===== config.mk =====
export PLATFORM = sky130hd
export DESIGN_NAME = sensor_link_top
export DESIGN_NICKNAME = d
export VERILOG_FILES = /design/src/design/link_pkg.sv /design/src/design/pkt_tx.sv /design/src/design/pkt_rx.sv /design/src/design/link_regs.sv /design/src/design/link_sequencer.sv /design/src/design/sensor_device.sv /design/src/design/sensor_link_top.sv
export VERILOG_INCLUDE_DIRS = /design/src /design/src/design
export SDC_FILE = /design/constraint.sdc
export NUM_CORES = 1
export LEC_CHECK = 0
export BUFFER_PORTS_ARGS = -buffer_cell sky130_fd_sc_hd__buf_2
export CAP_MARGIN = 25
export CELL_PAD_IN_SITES_DETAIL_PLACEMENT = 1
export CELL_PAD_IN_SITES_GLOBAL_PLACEMENT = 1
export CORE_ASPECT_RATIO = 1.75
export CORE_MARGIN = 2
export CORE_UTILIZATION = 40
export DETAILED_ROUTE_END_ITERATION = 16
export PLACE_DENSITY = 0.67
export SYNTH_ARGS = -nofsm -noshare
export SYNTH_HDL_FRONTEND = slang
export SYNTH_SLANG_ARGS = --single-unit

===== constraint.sdc =====
create_clock -name clk_50 -period 9.7 [get_ports clk_50]
set_clock_uncertainty 0.15 [all_clocks]
set_input_delay 0.97 -clock clk_50 [delete_from_list [all_inputs] [get_ports clk_50]]
set_output_delay 0.97 -clock clk_50 [all_outputs]
set_load 0.01 [all_outputs]

===== src/design/link_macros.svh =====
`ifndef LINK_MACROS_SVH
`define LINK_MACROS_SVH

// Link pin width.
`define LINK_NIB_W 4

// Packet data and register data width.
`define LINK_BYTE_W 8

`define LINK_ADDR_W 3

// Idle cycles between DLINK beacons.
`define LINK_BEACON_GAP 16

`endif


===== src/design/link_pkg.sv =====
`include "link_macros.svh"

package link_pkg;

    // Packet type nibble, first on the wire.
    typedef enum logic [`LINK_NIB_W-1:0] {
        INIT   = 4'h0,
        ACK    = 4'h1,
        NAK    = 4'h2,
        DIDX   = 4'h5,
        DPARAM = 4'h6,
        DDIDX  = 4'h7,
        DLINK  = 4'h8,
        DTYPE  = 4'h9,
        DTEMP  = 4'hA,
        DATA0  = 4'hD
    } pkt_type_e;

    // Host register map.
    typedef enum logic [`LINK_ADDR_W-1:0] {
        CTRL     = 3'd0,
        DEV_IDX  = 3'd1,
        PARAM    = 3'd2,
        DATA_IDX = 3'd3,
        STATUS   = 3'd4,
        TYPE     = 3'd5,
        TEMP     = 3'd6,
        DATA     = 3'd7
    } reg_addr_e;

endpackage


===== src/design/pkt_tx.sv =====
`timescale 1ns/1ps
`include "link_macros.svh"

module pkt_tx (
    input  logic                    clk_50,
    input  logic                    rst,
    input  logic                    start,
    input  link_pkg::pkt_type_e     btype,
    input  logic [`LINK_BYTE_W-1:0] bdata,
    output logic [`LINK_NIB_W-1:0]  txd,
    output logic                    send,
    output logic                    busy,
    output logic                    done
);

    logic [1:0]              step;
    logic [`LINK_BYTE_W-1:0] data_q;

    always_ff @(posedge clk_50) begin
        if (start && !busy) data_q <= bdata;
    end

    always_ff @(posedge clk_50 or posedge rst) begin
        if (rst) begin
            step <= '0;
            txd  <= '0;
            send <= 1'b0;
            busy <= 1'b0;
            done <= 1'b0;
        end else begin
            done <= 1'b0;
            if (!busy) begin
                if (start) begin
                    busy <= 1'b1;
                    send <= 1'b1;
                    txd  <= btype; // Type nibble goes out first.
                    step <= '0;
                end
            end else begin
                case (step)
                    2'd0: begin
                        txd  <= data_q[7:4];
                        step <= 2'd1;
                    end
                    2'd1: begin
                        txd  <= data_q[3:0];
                        step <= 2'd2;
                    end
                    default: begin
                        // Last nibble was on the pins, release the line.
                        txd  <= '0;
                        send <= 1'b0;
                        busy <= 1'b0;
                        done <= 1'b1;
                    end
                endcase
            end
        end
    end

endmodule


===== src/design/pkt_rx.sv =====
`timescale 1ns/1ps
`include "link_macros.svh"

module pkt_rx (
    input  logic                    clk_50,
    input  logic                    rst,
    input  logic [`LINK_NIB_W-1:0]  rxd,
    input  logic                    recv,
    output link_pkg::pkt_type_e     btype,
    output logic [`LINK_BYTE_W-1:0] bdata,
    output logic                    valid,
    output logic                    frame_err
);

    logic [1:0]             cnt;
    logic [`LINK_NIB_W-1:0] type_q;
    logic [`LINK_NIB_W-1:0] high_q;

    // Nibble shift path.
    always_ff @(posedge clk_50) begin
        if (recv) begin
            case (cnt)
                2'd0:    type_q <= rxd;
                2'd1:    high_q <= rxd;
                default: begin
                    btype <= link_pkg::pkt_type_e'(type_q);
                    bdata <= {high_q, rxd};
                end
            endcase
        end
    end

    always_ff @(posedge clk_50 or posedge rst) begin
        if (rst) begin
            cnt       <= '0;
            valid     <= 1'b0;
            frame_err <= 1'b0;
        end else begin
            valid     <= 1'b0;
            frame_err <= 1'b0;
            if (recv) begin
                cnt <= (cnt == 2'd2) ? 2'd0 : cnt + 2'd1;
                if (cnt == 2'd2) valid <= 1'b1;
            end else if (cnt != 2'd0) begin
                frame_err <= 1'b1; // Strobe fell mid frame.
                cnt       <= '0;
            end
        end
    end

endmodule


===== src/design/link_regs.sv =====
`timescale 1ns/1ps
`include "link_macros.svh"

module link_regs (
    input  logic                    clk_50,
    input  logic                    rst,
    input  logic                    wb_cyc,
    input  logic                    wb_stb,
    input  logic                    wb_we,
    input  logic [`LINK_ADDR_W-1:0] wb_adr,
    input  logic [`LINK_BYTE_W-1:0] wb_dat_w,
    output logic [`LINK_BYTE_W-1:0] wb_dat_r,
    output logic                    wb_ack,
    output logic                    enable,
    output logic [`LINK_NIB_W-1:0]  dev_idx,
    output logic [`LINK_BYTE_W-1:0] param,
    output logic [`LINK_NIB_W-1:0]  data_idx,
    input  logic                    busy,
    input  logic                    round_done,
    input  logic                    err,
    input  logic                    link_up,
    input  logic                    cap_type,
    input  logic                    cap_temp,
    input  logic                    cap_data,
    input  logic [`LINK_BYTE_W-1:0] cap_byte
);

    logic                    single;
    logic [3:0]              err_cnt;
    logic [`LINK_BYTE_W-1:0] type_r;
    logic [`LINK_BYTE_W-1:0] temp_r;
    logic [`LINK_BYTE_W-1:0] data_r;
    logic                    req;

    assign req = wb_cyc && wb_stb && !wb_ack;

    always_ff @(posedge clk_50 or posedge rst) begin
        if (rst) begin
            wb_ack   <= 1'b0;
            wb_dat_r <= '0;
            enable   <= 1'b0;
            single   <= 1'b0;
            dev_idx  <= '0;
            param    <= '0;
            data_idx <= '0;
            err_cnt  <= '0;
            type_r   <= '0;
            temp_r   <= '0;
            data_r   <= '0;
        end else begin
            wb_ack <= req;
            if (cap_type) type_r <= cap_byte;
            if (cap_temp) temp_r <= cap_byte;
            if (cap_data) data_r <= cap_byte;
            if (err && err_cnt != 4'hF) err_cnt <= err_cnt + 4'd1;
            // Single-round mode drops enable at the end of the round.
            if ((round_done || err) && single) enable <= 1'b0;
            if (req && wb_we) begin
                case (link_pkg::reg_addr_e'(wb_adr))
                    link_pkg::CTRL: begin
                        enable <= wb_dat_w[0];
                        single <= wb_dat_w[1];
                    end
                    link_pkg::DEV_IDX:  dev_idx  <= wb_dat_w[3:0];
                    link_pkg::PARAM:    param    <= wb_dat_w;
                    link_pkg::DATA_IDX: data_idx <= wb_dat_w[3:0];
                    default: ; // Result registers are read only.
                endcase
            end
            if (req) begin
                case (link_pkg::reg_addr_e'(wb_adr))
                    link_pkg::CTRL:     wb_dat_r <= {6'b0, single, enable};
                    link_pkg::DEV_IDX:  wb_dat_r <= {4'b0, dev_idx};
                    link_pkg::PARAM:    wb_dat_r <= param;
                    link_pkg::DATA_IDX: wb_dat_r <= {4'b0, data_idx};
                    link_pkg::STATUS:   wb_dat_r <= {err_cnt, 2'b0, busy, link_up};
                    link_pkg::TYPE:     wb_dat_r <= type_r;
                    link_pkg::TEMP:     wb_dat_r <= temp_r;
                    default:            wb_dat_r <= data_r;
                endcase
            end
        end
    end

endmodule


===== src/design/link_sequencer.sv =====
`timescale 1ns/1ps
`include "link_macros.svh"

module link_sequencer (
    input  logic                    clk_50,
    input  logic                    rst,
    input  logic                    enable,
    input  logic [`LINK_NIB_W-1:0]  dev_idx,
    input  logic [`LINK_BYTE_W-1:0] param,
    input  logic [`LINK_NIB_W-1:0]  data_idx,
    output logic                    busy,
    output logic                    round_done,
    output logic                    err,
    output logic                    link_up,
    output logic                    cap_type,
    output logic                    cap_temp,
    output logic                    cap_data,
    output logic [`LINK_BYTE_W-1:0] cap_byte,
    output logic                    tx_start,
    output link_pkg::pkt_type_e     tx_btype,
    output logic [`LINK_BYTE_W-1:0] tx_bdata,
    input  logic                    tx_done,
    input  logic                    rx_valid,
    input  link_pkg::pkt_type_e     rx_btype,
    input  logic [`LINK_BYTE_W-1:0] rx_bdata,
    input  logic                    rx_frame_err
);

    // Prepare, transmit and wait-reply per master packet.
    typedef enum logic [3:0] {
        IDLE, WAIT_LINK,
        P_DIDX, T_DIDX, W_DIDX,
        P_DPARAM, T_DPARAM, W_DPARAM,
        P_DDIDX, T_DDIDX, W_DDIDX
    } state_e;

    state_e              state;
    link_pkg::pkt_type_e expect_type;
    logic                waiting;
    logic                good;
    logic                bad;

    always_comb begin
        case (state)
            W_DIDX:   expect_type = link_pkg::DTYPE;
            W_DPARAM: expect_type = link_pkg::DTEMP;
            default:  expect_type = link_pkg::DATA0;
        endcase
    end

    assign waiting = (state == W_DIDX) || (state == W_DPARAM) || (state == W_DDIDX);
    assign good    = waiting && rx_valid && (rx_btype == expect_type);
    assign bad     = waiting && (rx_frame_err || (rx_valid && rx_btype != expect_type));

    always_ff @(posedge clk_50 or posedge rst) begin
        if (rst) begin
            state      <= IDLE;
            busy       <= 1'b0;
            round_done <= 1'b0;
            err        <= 1'b0;
            link_up    <= 1'b0;
            cap_type   <= 1'b0;
            cap_temp   <= 1'b0;
            cap_data   <= 1'b0;
            cap_byte   <= '0;
            tx_start   <= 1'b0;
            tx_btype   <= link_pkg::INIT;
            tx_bdata   <= '0;
        end else begin
            tx_start   <= 1'b0;
            round_done <= 1'b0;
            err        <= 1'b0;
            cap_type   <= 1'b0;
            cap_temp   <= 1'b0;
            cap_data   <= 1'b0;
            if (good) cap_byte <= rx_bdata;
            if (bad) begin
                // NAK, wrong reply or broken frame aborts the round.
                err     <= 1'b1;
                link_up <= 1'b0;
                busy    <= 1'b0;
                state   <= enable ? WAIT_LINK : IDLE;
            end else begin
                case (state)
                    IDLE: if (enable) state <= WAIT_LINK;
                    WAIT_LINK: begin
                        if (!enable) begin
                            state <= IDLE;
                        end else if (rx_valid && rx_btype == link_pkg::DLINK) begin
                            busy  <= 1'b1;
                            state <= P_DIDX;
                        end
                    end
                    P_DIDX: begin
                        tx_start <= 1'b1;
                        tx_btype <= link_pkg::DIDX;
                        tx_bdata <= {4'h0, dev_idx};
                        state    <= T_DIDX;
                    end
                    T_DIDX: if (tx_done) state <= W_DIDX;
                    W_DIDX: begin
                        if (good) begin
                            cap_type <= 1'b1;
                            link_up  <= 1'b1;
                            state    <= P_DPARAM;
                        end
                    end
                    P_DPARAM: begin
                        tx_start <= 1'b1;
                        tx_btype <= link_pkg::DPARAM;
                        tx_bdata <= param;
                        state    <= T_DPARAM;
                    end
                    T_DPARAM: if (tx_done) state <= W_DPARAM;
                    W_DPARAM: begin
                        if (good) begin
                            cap_temp <= 1'b1;
                            state    <= P_DDIDX;
                        end
                    end
                    P_DDIDX: begin
                        tx_start <= 1'b1;
                        tx_btype <= link_pkg::DDIDX;
                        tx_bdata <= {4'h0, data_idx};
                        state    <= T_DDIDX;
                    end
                    T_DDIDX: if (tx_done) state <= W_DDIDX;
                    W_DDIDX: begin
                        if (good) begin
                            cap_data   <= 1'b1;
                            round_done <= 1'b1;
                            busy       <= 1'b0;
                            state      <= enable ? WAIT_LINK : IDLE;
                        end
                    end
                    default: state <= IDLE;
                endcase
            end
        end
    end

endmodule


===== src/design/sensor_device.sv =====
`timescale 1ns/1ps
`include "link_macros.svh"

module sensor_device #(
    parameter logic [`LINK_NIB_W-1:0]  DEV_IDX   = 4'h3,
    parameter logic [`LINK_BYTE_W-1:0] DEV_TYPE  = 8'hA5,
    parameter logic [`LINK_BYTE_W-1:0] TEMP_BASE = 8'h63
) (
    input  logic                   clk_50,
    input  logic                   rst,
    input  logic [`LINK_NIB_W-1:0] rxd,
    input  logic                   recv,
    output logic [`LINK_NIB_W-1:0] txd,
    output logic                   send
);

    localparam int GAP_W = $clog2(`LINK_BEACON_GAP);

    typedef enum logic [1:0] {S_IDLE, S_PARAM, S_DATA} dev_state_e;

    dev_state_e              state;
    logic [GAP_W-1:0]        gap_cnt;
    logic [3:0]              round_cnt;
    logic                    tx_start;
    link_pkg::pkt_type_e     tx_btype;
    logic [`LINK_BYTE_W-1:0] tx_bdata;
    logic                    tx_busy;
    link_pkg::pkt_type_e     rx_btype;
    logic [`LINK_BYTE_W-1:0] rx_bdata;
    logic                    rx_valid;
    logic                    rx_frame_err;

    always_ff @(posedge clk_50 or posedge rst) begin
        if (rst) begin
            state     <= S_IDLE;
            gap_cnt   <= '0;
            round_cnt <= '0;
            tx_start  <= 1'b0;
            tx_btype  <= link_pkg::INIT;
            tx_bdata  <= '0;
        end else begin
            tx_start <= 1'b0;
            if (rx_valid) begin
                gap_cnt <= '0;
                state   <= S_IDLE; // Anything out of order lands here.
                if (state == S_IDLE && rx_btype == link_pkg::DIDX) begin
                    tx_start <= 1'b1;
                    if (rx_bdata[3:0] == DEV_IDX) begin
                        tx_btype <= link_pkg::DTYPE;
                        tx_bdata <= DEV_TYPE;
                        state    <= S_PARAM;
                    end else begin
                        tx_btype <= link_pkg::NAK;
                        tx_bdata <= '0;
                    end
                end else if (state == S_PARAM && rx_btype == link_pkg::DPARAM) begin
                    tx_start <= 1'b1;
                    tx_btype <= link_pkg::DTEMP;
                    tx_bdata <= rx_bdata + TEMP_BASE; // Wraps mod 256.
                    state    <= S_DATA;
                end else if (state == S_DATA && rx_btype == link_pkg::DDIDX) begin
                    tx_start  <= 1'b1;
                    tx_btype  <= link_pkg::DATA0;
                    tx_bdata  <= {rx_bdata[3:0], round_cnt};
                    round_cnt <= round_cnt + 4'd1;
                end
            end else if (rx_frame_err) begin
                state <= S_IDLE;
            end else if (state == S_IDLE && !tx_busy && !tx_start) begin
                // Beacon timer runs only while the line is quiet.
                if (gap_cnt == GAP_W'(`LINK_BEACON_GAP - 1)) begin
                    gap_cnt  <= '0;
                    tx_start <= 1'b1;
                    tx_btype <= link_pkg::DLINK;
                    tx_bdata <= {4'h0, DEV_IDX};
                end else begin
                    gap_cnt <= gap_cnt + 1'b1;
                end
            end
        end
    end

    pkt_tx tx_i (
        .clk_50 (clk_50),
        .rst    (rst),
        .start  (tx_start),
        .btype  (tx_btype),
        .bdata  (tx_bdata),
        .txd    (txd),
        .send   (send),
        .busy   (tx_busy),
        .done   ()
    );

    pkt_rx rx_i (
        .clk_50    (clk_50),
        .rst       (rst),
        .rxd       (rxd),
        .recv      (recv),
        .btype     (rx_btype),
        .bdata     (rx_bdata),
        .valid     (rx_valid),
        .frame_err (rx_frame_err)
    );

endmodule


===== src/design/sensor_link_top.sv =====
`timescale 1ns/1ps
`include "link_macros.svh"

module sensor_link_top (
    input  logic                    clk_50,
    input  logic                    rst,
    input  logic                    wb_cyc,
    input  logic                    wb_stb,
    input  logic                    wb_we,
    input  logic [`LINK_ADDR_W-1:0] wb_adr,
    input  logic [`LINK_BYTE_W-1:0] wb_dat_w,
    output logic [`LINK_BYTE_W-1:0] wb_dat_r,
    output logic                    wb_ack,
    output logic [`LINK_NIB_W-1:0]  m_txd,
    output logic                    m_send,
    input  logic [`LINK_NIB_W-1:0]  m_rxd,
    input  logic                    m_recv,
    output logic [`LINK_NIB_W-1:0]  s_txd,
    output logic                    s_send,
    input  logic [`LINK_NIB_W-1:0]  s_rxd,
    input  logic                    s_recv
);

    logic                    enable, busy, round_done, err, link_up;
    logic                    cap_type, cap_temp, cap_data;
    logic [`LINK_NIB_W-1:0]  dev_idx, data_idx;
    logic [`LINK_BYTE_W-1:0] param, cap_byte;
    logic                    tx_start, tx_done;
    link_pkg::pkt_type_e     tx_btype, rx_btype;
    logic [`LINK_BYTE_W-1:0] tx_bdata, rx_bdata;
    logic                    rx_valid, rx_frame_err;

    link_regs regs_i (
        .clk_50 (clk_50), .rst (rst),
        .wb_cyc (wb_cyc), .wb_stb (wb_stb), .wb_we (wb_we), .wb_adr (wb_adr),
        .wb_dat_w (wb_dat_w), .wb_dat_r (wb_dat_r), .wb_ack (wb_ack),
        .enable (enable), .dev_idx (dev_idx), .param (param), .data_idx (data_idx),
        .busy (busy), .round_done (round_done), .err (err), .link_up (link_up),
        .cap_type (cap_type), .cap_temp (cap_temp), .cap_data (cap_data),
        .cap_byte (cap_byte)
    );

    link_sequencer seq_i (
        .clk_50 (clk_50), .rst (rst),
        .enable (enable), .dev_idx (dev_idx), .param (param), .data_idx (data_idx),
        .busy (busy), .round_done (round_done), .err (err), .link_up (link_up),
        .cap_type (cap_type), .cap_temp (cap_temp), .cap_data (cap_data),
        .cap_byte (cap_byte),
        .tx_start (tx_start), .tx_btype (tx_btype), .tx_bdata (tx_bdata),
        .tx_done (tx_done),
        .rx_valid (rx_valid), .rx_btype (rx_btype), .rx_bdata (rx_bdata),
        .rx_frame_err (rx_frame_err)
    );

    pkt_tx m_tx_i (
        .clk_50 (clk_50), .rst (rst),
        .start (tx_start), .btype (tx_btype), .bdata (tx_bdata),
        .txd (m_txd), .send (m_send), .busy (), .done (tx_done)
    );

    pkt_rx m_rx_i (
        .clk_50 (clk_50), .rst (rst),
        .rxd (m_rxd), .recv (m_recv),
        .btype (rx_btype), .bdata (rx_bdata), .valid (rx_valid),
        .frame_err (rx_frame_err)
    );

    // Remote endpoint with its default identity.
    sensor_device dev_i (
        .clk_50 (clk_50), .rst (rst),
        .rxd (s_rxd), .recv (s_recv),
        .txd (s_txd), .send (s_send)
    );

endmodule


==> flow_summary.toml, run 1 <==
[run_status]
status = "finished, final reports clean"

[sta]
fin_crit_sh_pct = 28.70
setup_viol = 0
slew_violations = 0
tightest_slew_ns = 1.101
timing.setup.tns_ns = 0
max_slew_margin_pct = 25.92
rsz0062_at_grt = "false"
hold_viol = 0
finalCriticalPeriod_ns = 2.784
max_freq_mhz = 359.2

[yosys]
netlist_instances = 612
synth_ff_type = "dfrtp_1"
syn_area_per_cell_um2 = 12.94
synth_xor_area_share_pct = 1.549
synth_compound_area_share_pct = 9.355
seq_area_frac_synth_pct = 63.27
yosysWarnings = 0
synth-simple-area-share_pct = 10.94
synth_cell_types = 69
ys_seq_elements = 189
syn_area_um2 = 7918
synth_edf_count = 56
synth_mux_area_share_pct = 11.80
async_flop_share_pct = 70.37
syn_nets = 643
synthAdderAreaFrac_pct = 0.7901
synth_top_family_by_area = "multiplexers"

[setup_path]
reg2reg_to = "seq_i.link_up"
startpoint_type = "flip-flop"
crit_type = "flip-flop to flip-flop"
crit_fanout = 13
critPathArrivalTime_ns = 3.00
endpoint_kind = "flip-flop"
crit_path_start = "seq_i.state[3]"
ff2ff_setup_slack_ns = 6.92
crit_required_ns = 9.91
r2r_cells = 6
rr_startpoint = "seq_i.state[3]"

[run]
drv_cap = 0

[final_layout]
ff_latch_area_um2 = 5010
final_common_cell = "dfrtp_1"
instances_no_fill = 911
area_growth_pct = 13.34
nets = 683
mostFrequentLayoutCells = "dfrtp_1 (133), mux2_2 (57), edfxtp_1 (56)"
nFillCells = 2035
multiInputGateArea_um2 = 2726
drive_above_1_share_pct = 22.26

[pwr]
seqPwrFrac_pct = 48.4
clkPwrFrac_pct = 33.2
p_int_mw = 1.563
p_leak_nw = 3.926
vdd_drop_max_mv = 0.1758
pwr-share-comb_pct = 18.4
p_sw_uw = 653.9
p_sw_share_pct = 29.49
cellPowerDensity_nw_per_um2 = 247.1

[floorplan]
core-area_um2 = 19570
ios = 45
die_h_um = 190.1
die_w_um = 110.4
rows = 68
dieArea_um2 = 20980
initial_core_util_pct = 40.46

[grt]
grt.overflow.total = 0
antenna_found_initial = 1
grt_max_degree = 75
gr-usage-all-layers_pct = 18.50
grt_pass1_wl_mm = 29.05
grt_pass1_vias = 5516

[placement]
placedCellCount = 877
gp_congestion = 0.7899
port_buffers = 44
hpwl_mm = 13.07

[hold_path]
hp-class = "flip-flop to flip-flop"
hold-path-cell-count = 0
min-delay-start = "dev_i.rx_i.high_q[1]"
min_delay_worst_endpoint = "dev_i.rx_i.bdata[5]"

[clock_tree]
clk_path_buf_depth = 2
htreeDepth = 4
clkSinkCount = 189
clk_pin_slew_worst_paths_ns = 0.07
clk_latency_ns = 0.43
hold_buffers = 0
cts_root_buffer = "clkbuf_16"
cts_tree = "yes"
post-cts-setup-buffer-count = 0
numCtsBuffers = 17
cts.repair.resized = 0

[route]
vias = 4885
drt_iter0_drc = 167
drtPass1Iterations = 4
wl_per_cell_um = 19.49
wl_mm = 17.75
ant_nets = 0
drcViolationCount = 0
viasPerCell = 5.362
[through the flow]
step	utilization (%)	area [µm²]	worst slack [ns]	hold WS, ns	total power [mW]
finish	45.86	8974	6.916	0.2735	2.217
global route	45.84	8971	6.636	0.2764	2.341
CTS	45.70	8944	6.900	0.2717	2.240
detailed placement	42.54	8325	6.484	0.2563	1.500
global placement	42.54	8325	6.603	0.2514	1.469
floorplan	-	7918	5.026	0.2503	1.358
[cells by family (layout without fill, tap and decap cells)]
| family | Yosys count | count (layout) |
|---|---|---|
| AO/OA/AOI/OAI | 109 | 109 |
| XOR/XNOR | 14 | 14 |
| other | 0 | 1 |
| flip-flops | 189 | 189 |
| adder cells (fa/ha/maj) | 5 | 5 |
| multiplexers | 80 | 80 |
| AND/OR/NAND/NOR | 176 | 176 |
| buffers and inverters | 39 | 92 |
[worst max path at each step]
stage | to | slack (ns) | cells past startpoint
after global routing | seq_i.link_up | 6.64 | 6
after CTS | seq_i.link_up | 6.90 | 6
after floorplan | dev_i.gap_cnt[0] | 5.03 | 1
after detailed placement | regs_i.param[3] | 6.48 | 6
after global placement | regs_i.param[3] | 6.60 | 6
final | seq_i.link_up | 6.92 | 6
[power by group through the flow]
stage / sequential, mW / clock (mW) / combinational [mW]
after detailed placement: 1.09 / 0 / 0.410
after CTS: 1.07 / 0.752 / 0.413
after floorplan: 1.04 / 0 / 0.320
after global placement: 1.08 / 0 / 0.389
final: 1.07 / 0.737 / 0.407
after global routing: 1.10 / 0.782 / 0.463
[flip-flops by register name (all words and copies together), names as in the netlist, 8 cells and up]
signal             flops
m_rx_i.bdata           8
regs_i.param           8
m_tx_i.data_q          8
dev_i.tx_i.data_q      8
regs_i.type_r          8
regs_i.wb_dat_r        8
regs_i.data_r          8
seq_i.cap_byte         8
seq_i.tx_bdata         8
regs_i.temp_r          8
dev_i.tx_bdata         8
dev_i.rx_i.bdata       8
[worst max-delay path, stage by stage (launching register included)]
cell,delay (ns)
dfrtp_1,0.56
or4bb_1,0.58
o211a_1,0.19
nor2b_1,0.16
nand4_1,0.49
nor4_1,0.47
a21o_1,0.13
[cells in the mapped netlist (4+ instances only)]
master / n / area share, %
dfrtp_1: 133 / 42
mux2_2: 57 / 8.1
edfxtp_1: 56 / 21
nand2_1: 55 / 2.6
nor2_1: 50 / 2.4
o21ai_0: 25 / 1.6
a21oi_1: 23 / 1.5
mux2i_1: 18 / 2.3
clkbuf_1: 15 / 0.71
inv_1: 13 / 0.62
xor2_1: 10 / 1.1
nand3_1: 9 / 0.57
nor3_1: 9 / 0.57
o22ai_1: 9 / 0.71
a31oi_1: 7 / 0.55
nand2b_1: 7 / 0.55
nor2b_1: 7 / 0.55
a22oi_1: 6 / 0.57
nor3b_1: 6 / 0.57
ha_1: 5 / 0.79
mux4_2: 5 / 1.4
a211oi_1: 4 / 0.38
a22o_1: 4 / 0.44
and2_1: 4 / 0.32
and3b_1: 4 / 0.44
buf_2: 4 / 0.25
nand3b_1: 4 / 0.38
nor4_1: 4 / 0.32
or3_1: 4 / 0.32
xnor2_1: 4 / 0.44
[layout make-up]
type,instances,area share [%]
Sequential cell,189,55.83
Multi-Input combinational cell,384,30.38
Clock buffer,19,4.824
Tap cell,245,3.416
Timing Repair Buffer,46,2.844
Clock inverter,13,2.064
Inverter,14,0.6135
Antenna cell,1,0.02789
[layer usage]
layer | wire length (µm) | GRT usage, %
met5 | 0 | 0
met4 | 498 | 7.260
met3 | 396 | 3.666
met2 | 10440 | 36.13
met1 | 6419 | 18.32
Note: power is estimated with default switching activity, not from simulation.
==> run 2, diff against run 1 <==
--- a/config.mk
+++ b/config.mk
@@ -6,6 +6,7 @@
 export SDC_FILE = /design/constraint.sdc
 export NUM_CORES = 1
 export LEC_CHECK = 0
+export ABC_AREA = 1
 export BUFFER_PORTS_ARGS = -buffer_cell sky130_fd_sc_hd__buf_2
 export CAP_MARGIN = 25
 export CELL_PAD_IN_SITES_DETAIL_PLACEMENT = 1
@@ -14,7 +15,7 @@
 export CORE_MARGIN = 2
 export CORE_UTILIZATION = 40
 export DETAILED_ROUTE_END_ITERATION = 16
-export PLACE_DENSITY = 0.67
+export PLACE_DENSITY = 0.72
 export SYNTH_ARGS = -nofsm -noshare
 export SYNTH_HDL_FRONTEND = slang
 export SYNTH_SLANG_ARGS = --single-unit
==> constraint.sdc (replaced) <==
create_clock -name clk_50 -period 2.5 [get_ports clk_50]
set_clock_uncertainty 0.15 [all_clocks]
set_input_delay 0.25 -clock clk_50 [delete_from_list [all_inputs] [get_ports clk_50]]
set_output_delay 0.25 -clock clk_50 [all_outputs]
set_load 0.01 [all_outputs]
==> run 2 against run 1 <==
Via count grew 18%. Count of clock-buffer cells in the layout shrank 2. Utilization grew 1.9 points. Critical path type is now primary input to flip-flop. Largest power group unchanged.
==> flow_summary.toml, run 2 <==
[run]
drv_cap = 0

[setup_path]
rr_startpoint = "dev_i.rx_i.btype[3]"
reg2reg_to = "dev_i.tx_bdata[0]"
cpMaxStageDelayCell = "dlygate4sd3_1"
cp.depth = 9
crit_type = "primary input to flip-flop"
slowest_delay_ns = 0.53
ff2ff_setup_slack_ns = 0.55
endpoint_kind = "flip-flop"
crit_fanout = 16
r2r_cells = 8
crit_path_start = "wb_cyc"
cpMostUsedCell = "nor2_4"
startpoint_type = "primary input"
critPathArrivalTime_ns = 2.17
crit_chain = "dlygate4sd3_1 -> buf_2 -> nand2_1 -> nor2_4 -> inv_2 -> nor2_4 -> nand4_2 -> nor2_1 -> a21oi_1"
path_buf_inv = 3
path_delay_family = "simple AND/OR/NAND/NOR gates"
crit_required_ns = 2.66
endpoint = "regs_i.param[6]"

[yosys]
synth_commonest_cells = "nand2_1 (167), dfrtp_1 (133), inv_1 (112)"
syn_area_per_cell_um2 = 9.919
yosysWarnings = 0
synth.most_common_cell = "nand2_1"
synth_largest_area_cell = "dfrtp_1"
seq_area_frac_synth_pct = 63.13
async_flop_share_pct = 70.37
netlist_instances = 800
synth.area.top_cells = "dfrtp_1 (42%), edfxtp_1 (21%), nand2_1 (7.9%)"
synth_cell_types = 41
synth_edf_count = 56
synth_ff_type = "dfrtp_1"
syn_nets = 831
ys_seq_elements = 189
synthDominantCellAreaShare_pct = 41.94
syn_area_um2 = 7935

[route]
drcViolationCount = 0
wl_mm = 19.56
vias = 5774
ant_nets = 0
viasPerCell = 5.069
drtPass1Iterations = 4
wl_per_cell_um = 17.17
drt_iter0_drc = 214

[sta]
max_freq_mhz = 498.2
slew_violations = 0
hold-worst-slack_ns = 0.1227
hold_viol = 0
fin_crit_sh_pct = 80.30
rsz0062_at_grt = "false"
timing.setup.tns_ns = 0
tightest_slew_ns = 0.7647
max_slew_margin_pct = 48.91
setup_viol = 0
finalCriticalPeriod_ns = 2.007

[clock_tree]
cts.repair.resized = 0
cts_tree = "yes"
clk_pin_slew_worst_paths_ns = 0.07
numCtsBuffers = 17
post-cts-setup-buffer-count = 0
cts_root_buffer = "clkbuf_16"
htreeDepth = 4
clkSinkCount = 189
clk_path_buf_depth = 2
clk_latency_ns = 0.44
hold_buffers = 21

[pwr]
vdd_drop_max_mv = 0.4943
p_leak_nw = 4.315
power_mw = 8.231
cellPowerDensity_nw_per_um2 = 881.5

[final_layout]
mostFrequentLayoutCells = "nand2_1 (167), dfrtp_1 (133), inv_1 (111)"
final_common_cell = "nand2_1"
area_growth_pct = 17.68
drive_above_1_share_pct = 13.98
nets = 912
antenna_cells = 0
postLayoutCoreUtil_pct = 47.72

[grt]
antenna_found_initial = 0
grt_max_degree = 30
gr-usage-all-layers_pct = 19.66
grt.overflow.total = 0
grt_pass1_vias = 6378
grt_pass1_wl_mm = 32.13

[hold_path]
hp-class = "primary input to flip-flop"

[floorplan]
dieArea_um2 = 21030
initial_core_util_pct = 40.55
rows = 68
ios = 45
core-area_um2 = 19570
die_h_um = 190.3
die_w_um = 110.5

[run_status]
status = "finished, final reports clean"

[placement]
port_buffers = 44
gp_congestion = 0.8289
hpwl_mm = 14.82
-- run 2: cells by family after synthesis --
| logic type | after synthesis | share of synthesized area (%) |
|---|---|---|
| buffers and inverters | 131 | 6.433 |
| flip-flops | 189 | 63.13 |
| AO/OA/AOI/OAI | 143 | 10.34 |
| multiplexers | 3 | 0.4100 |
| AND/OR/NAND/NOR | 319 | 17.79 |
| XOR/XNOR | 10 | 1.104 |
| adder cells (fa/ha/maj) | 5 | 0.7884 |
-- run 2: routing by layer --
metal | global-route usage, % | share of wire, % | up-vias
met5 | 0 | 0 | -
met4 | 8.846 | 3.2 | 0
met3 | 3.083 | 1.8 | 40
met1 | 17.65 | 34 | 2846
met2 | 41.48 | 61 | 78
li1 | - | - | 2810
-- run 2: cell type report --
class	instances	area, µm²
inverters	120	454.2
multi-input cells	480	2415
well taps	245	306.5
repair buffers	73	540.5
fillers	2229	10230
flip-flops and latches	189	5010
clock inverters	15	186.4
clock buffers	17	425.4
-- run 2: tightest hold or removal path, cell delays in order --
cell	delay [ns]
buf_2	0.12
nand2_1	0.10
nor2_4	0.08
nor2_1	0.09
a21oi_1	0.04
-- run 2: how the worst min path moves through the flow --
stage	cells past startpoint	to	startpoint
5_1_grt	5	regs_i.wb_dat_r[5]	wb_stb
6_report	5	regs_i.wb_dat_r[5]	wb_stb
3_3_place_gp	0	dev_i.rx_i.bdata[6]	dev_i.rx_i.high_q[2]
4_1_cts	5	regs_i.wb_dat_r[5]	wb_stb
2_1_floorplan	1	dev_i.rx_i.frame_err	s_recv
3_5_place_dp	0	m_rx_i.bdata[7]	m_rx_i.high_q[3]
-- run 2: report_power, final --
group / internal, mW / switching [mW] / leakage, nW
logic: 0.535 / 1.00 / 1.75
clock network: 1.37 / 1.36 / 0.297
registers: 3.65 / 0.316 / 2.27
total: 5.55 / 2.68 / 4.31
-- run 2: per-stage QoR --
stage | setup WS (ns) | cell area, µm² | std cells
2_1_floorplan | 0.4488 | 7939 | 800
3_3_place_gp | 0.5694 | 8516 | 1086
3_5_place_dp | 0.5445 | 8516 | 1086
4_1_cts | 0.5193 | 9338 | 1139
5_1_grt | 0.3278 | 9338 | 1139
6_report | 0.4926 | 9338 | 1139
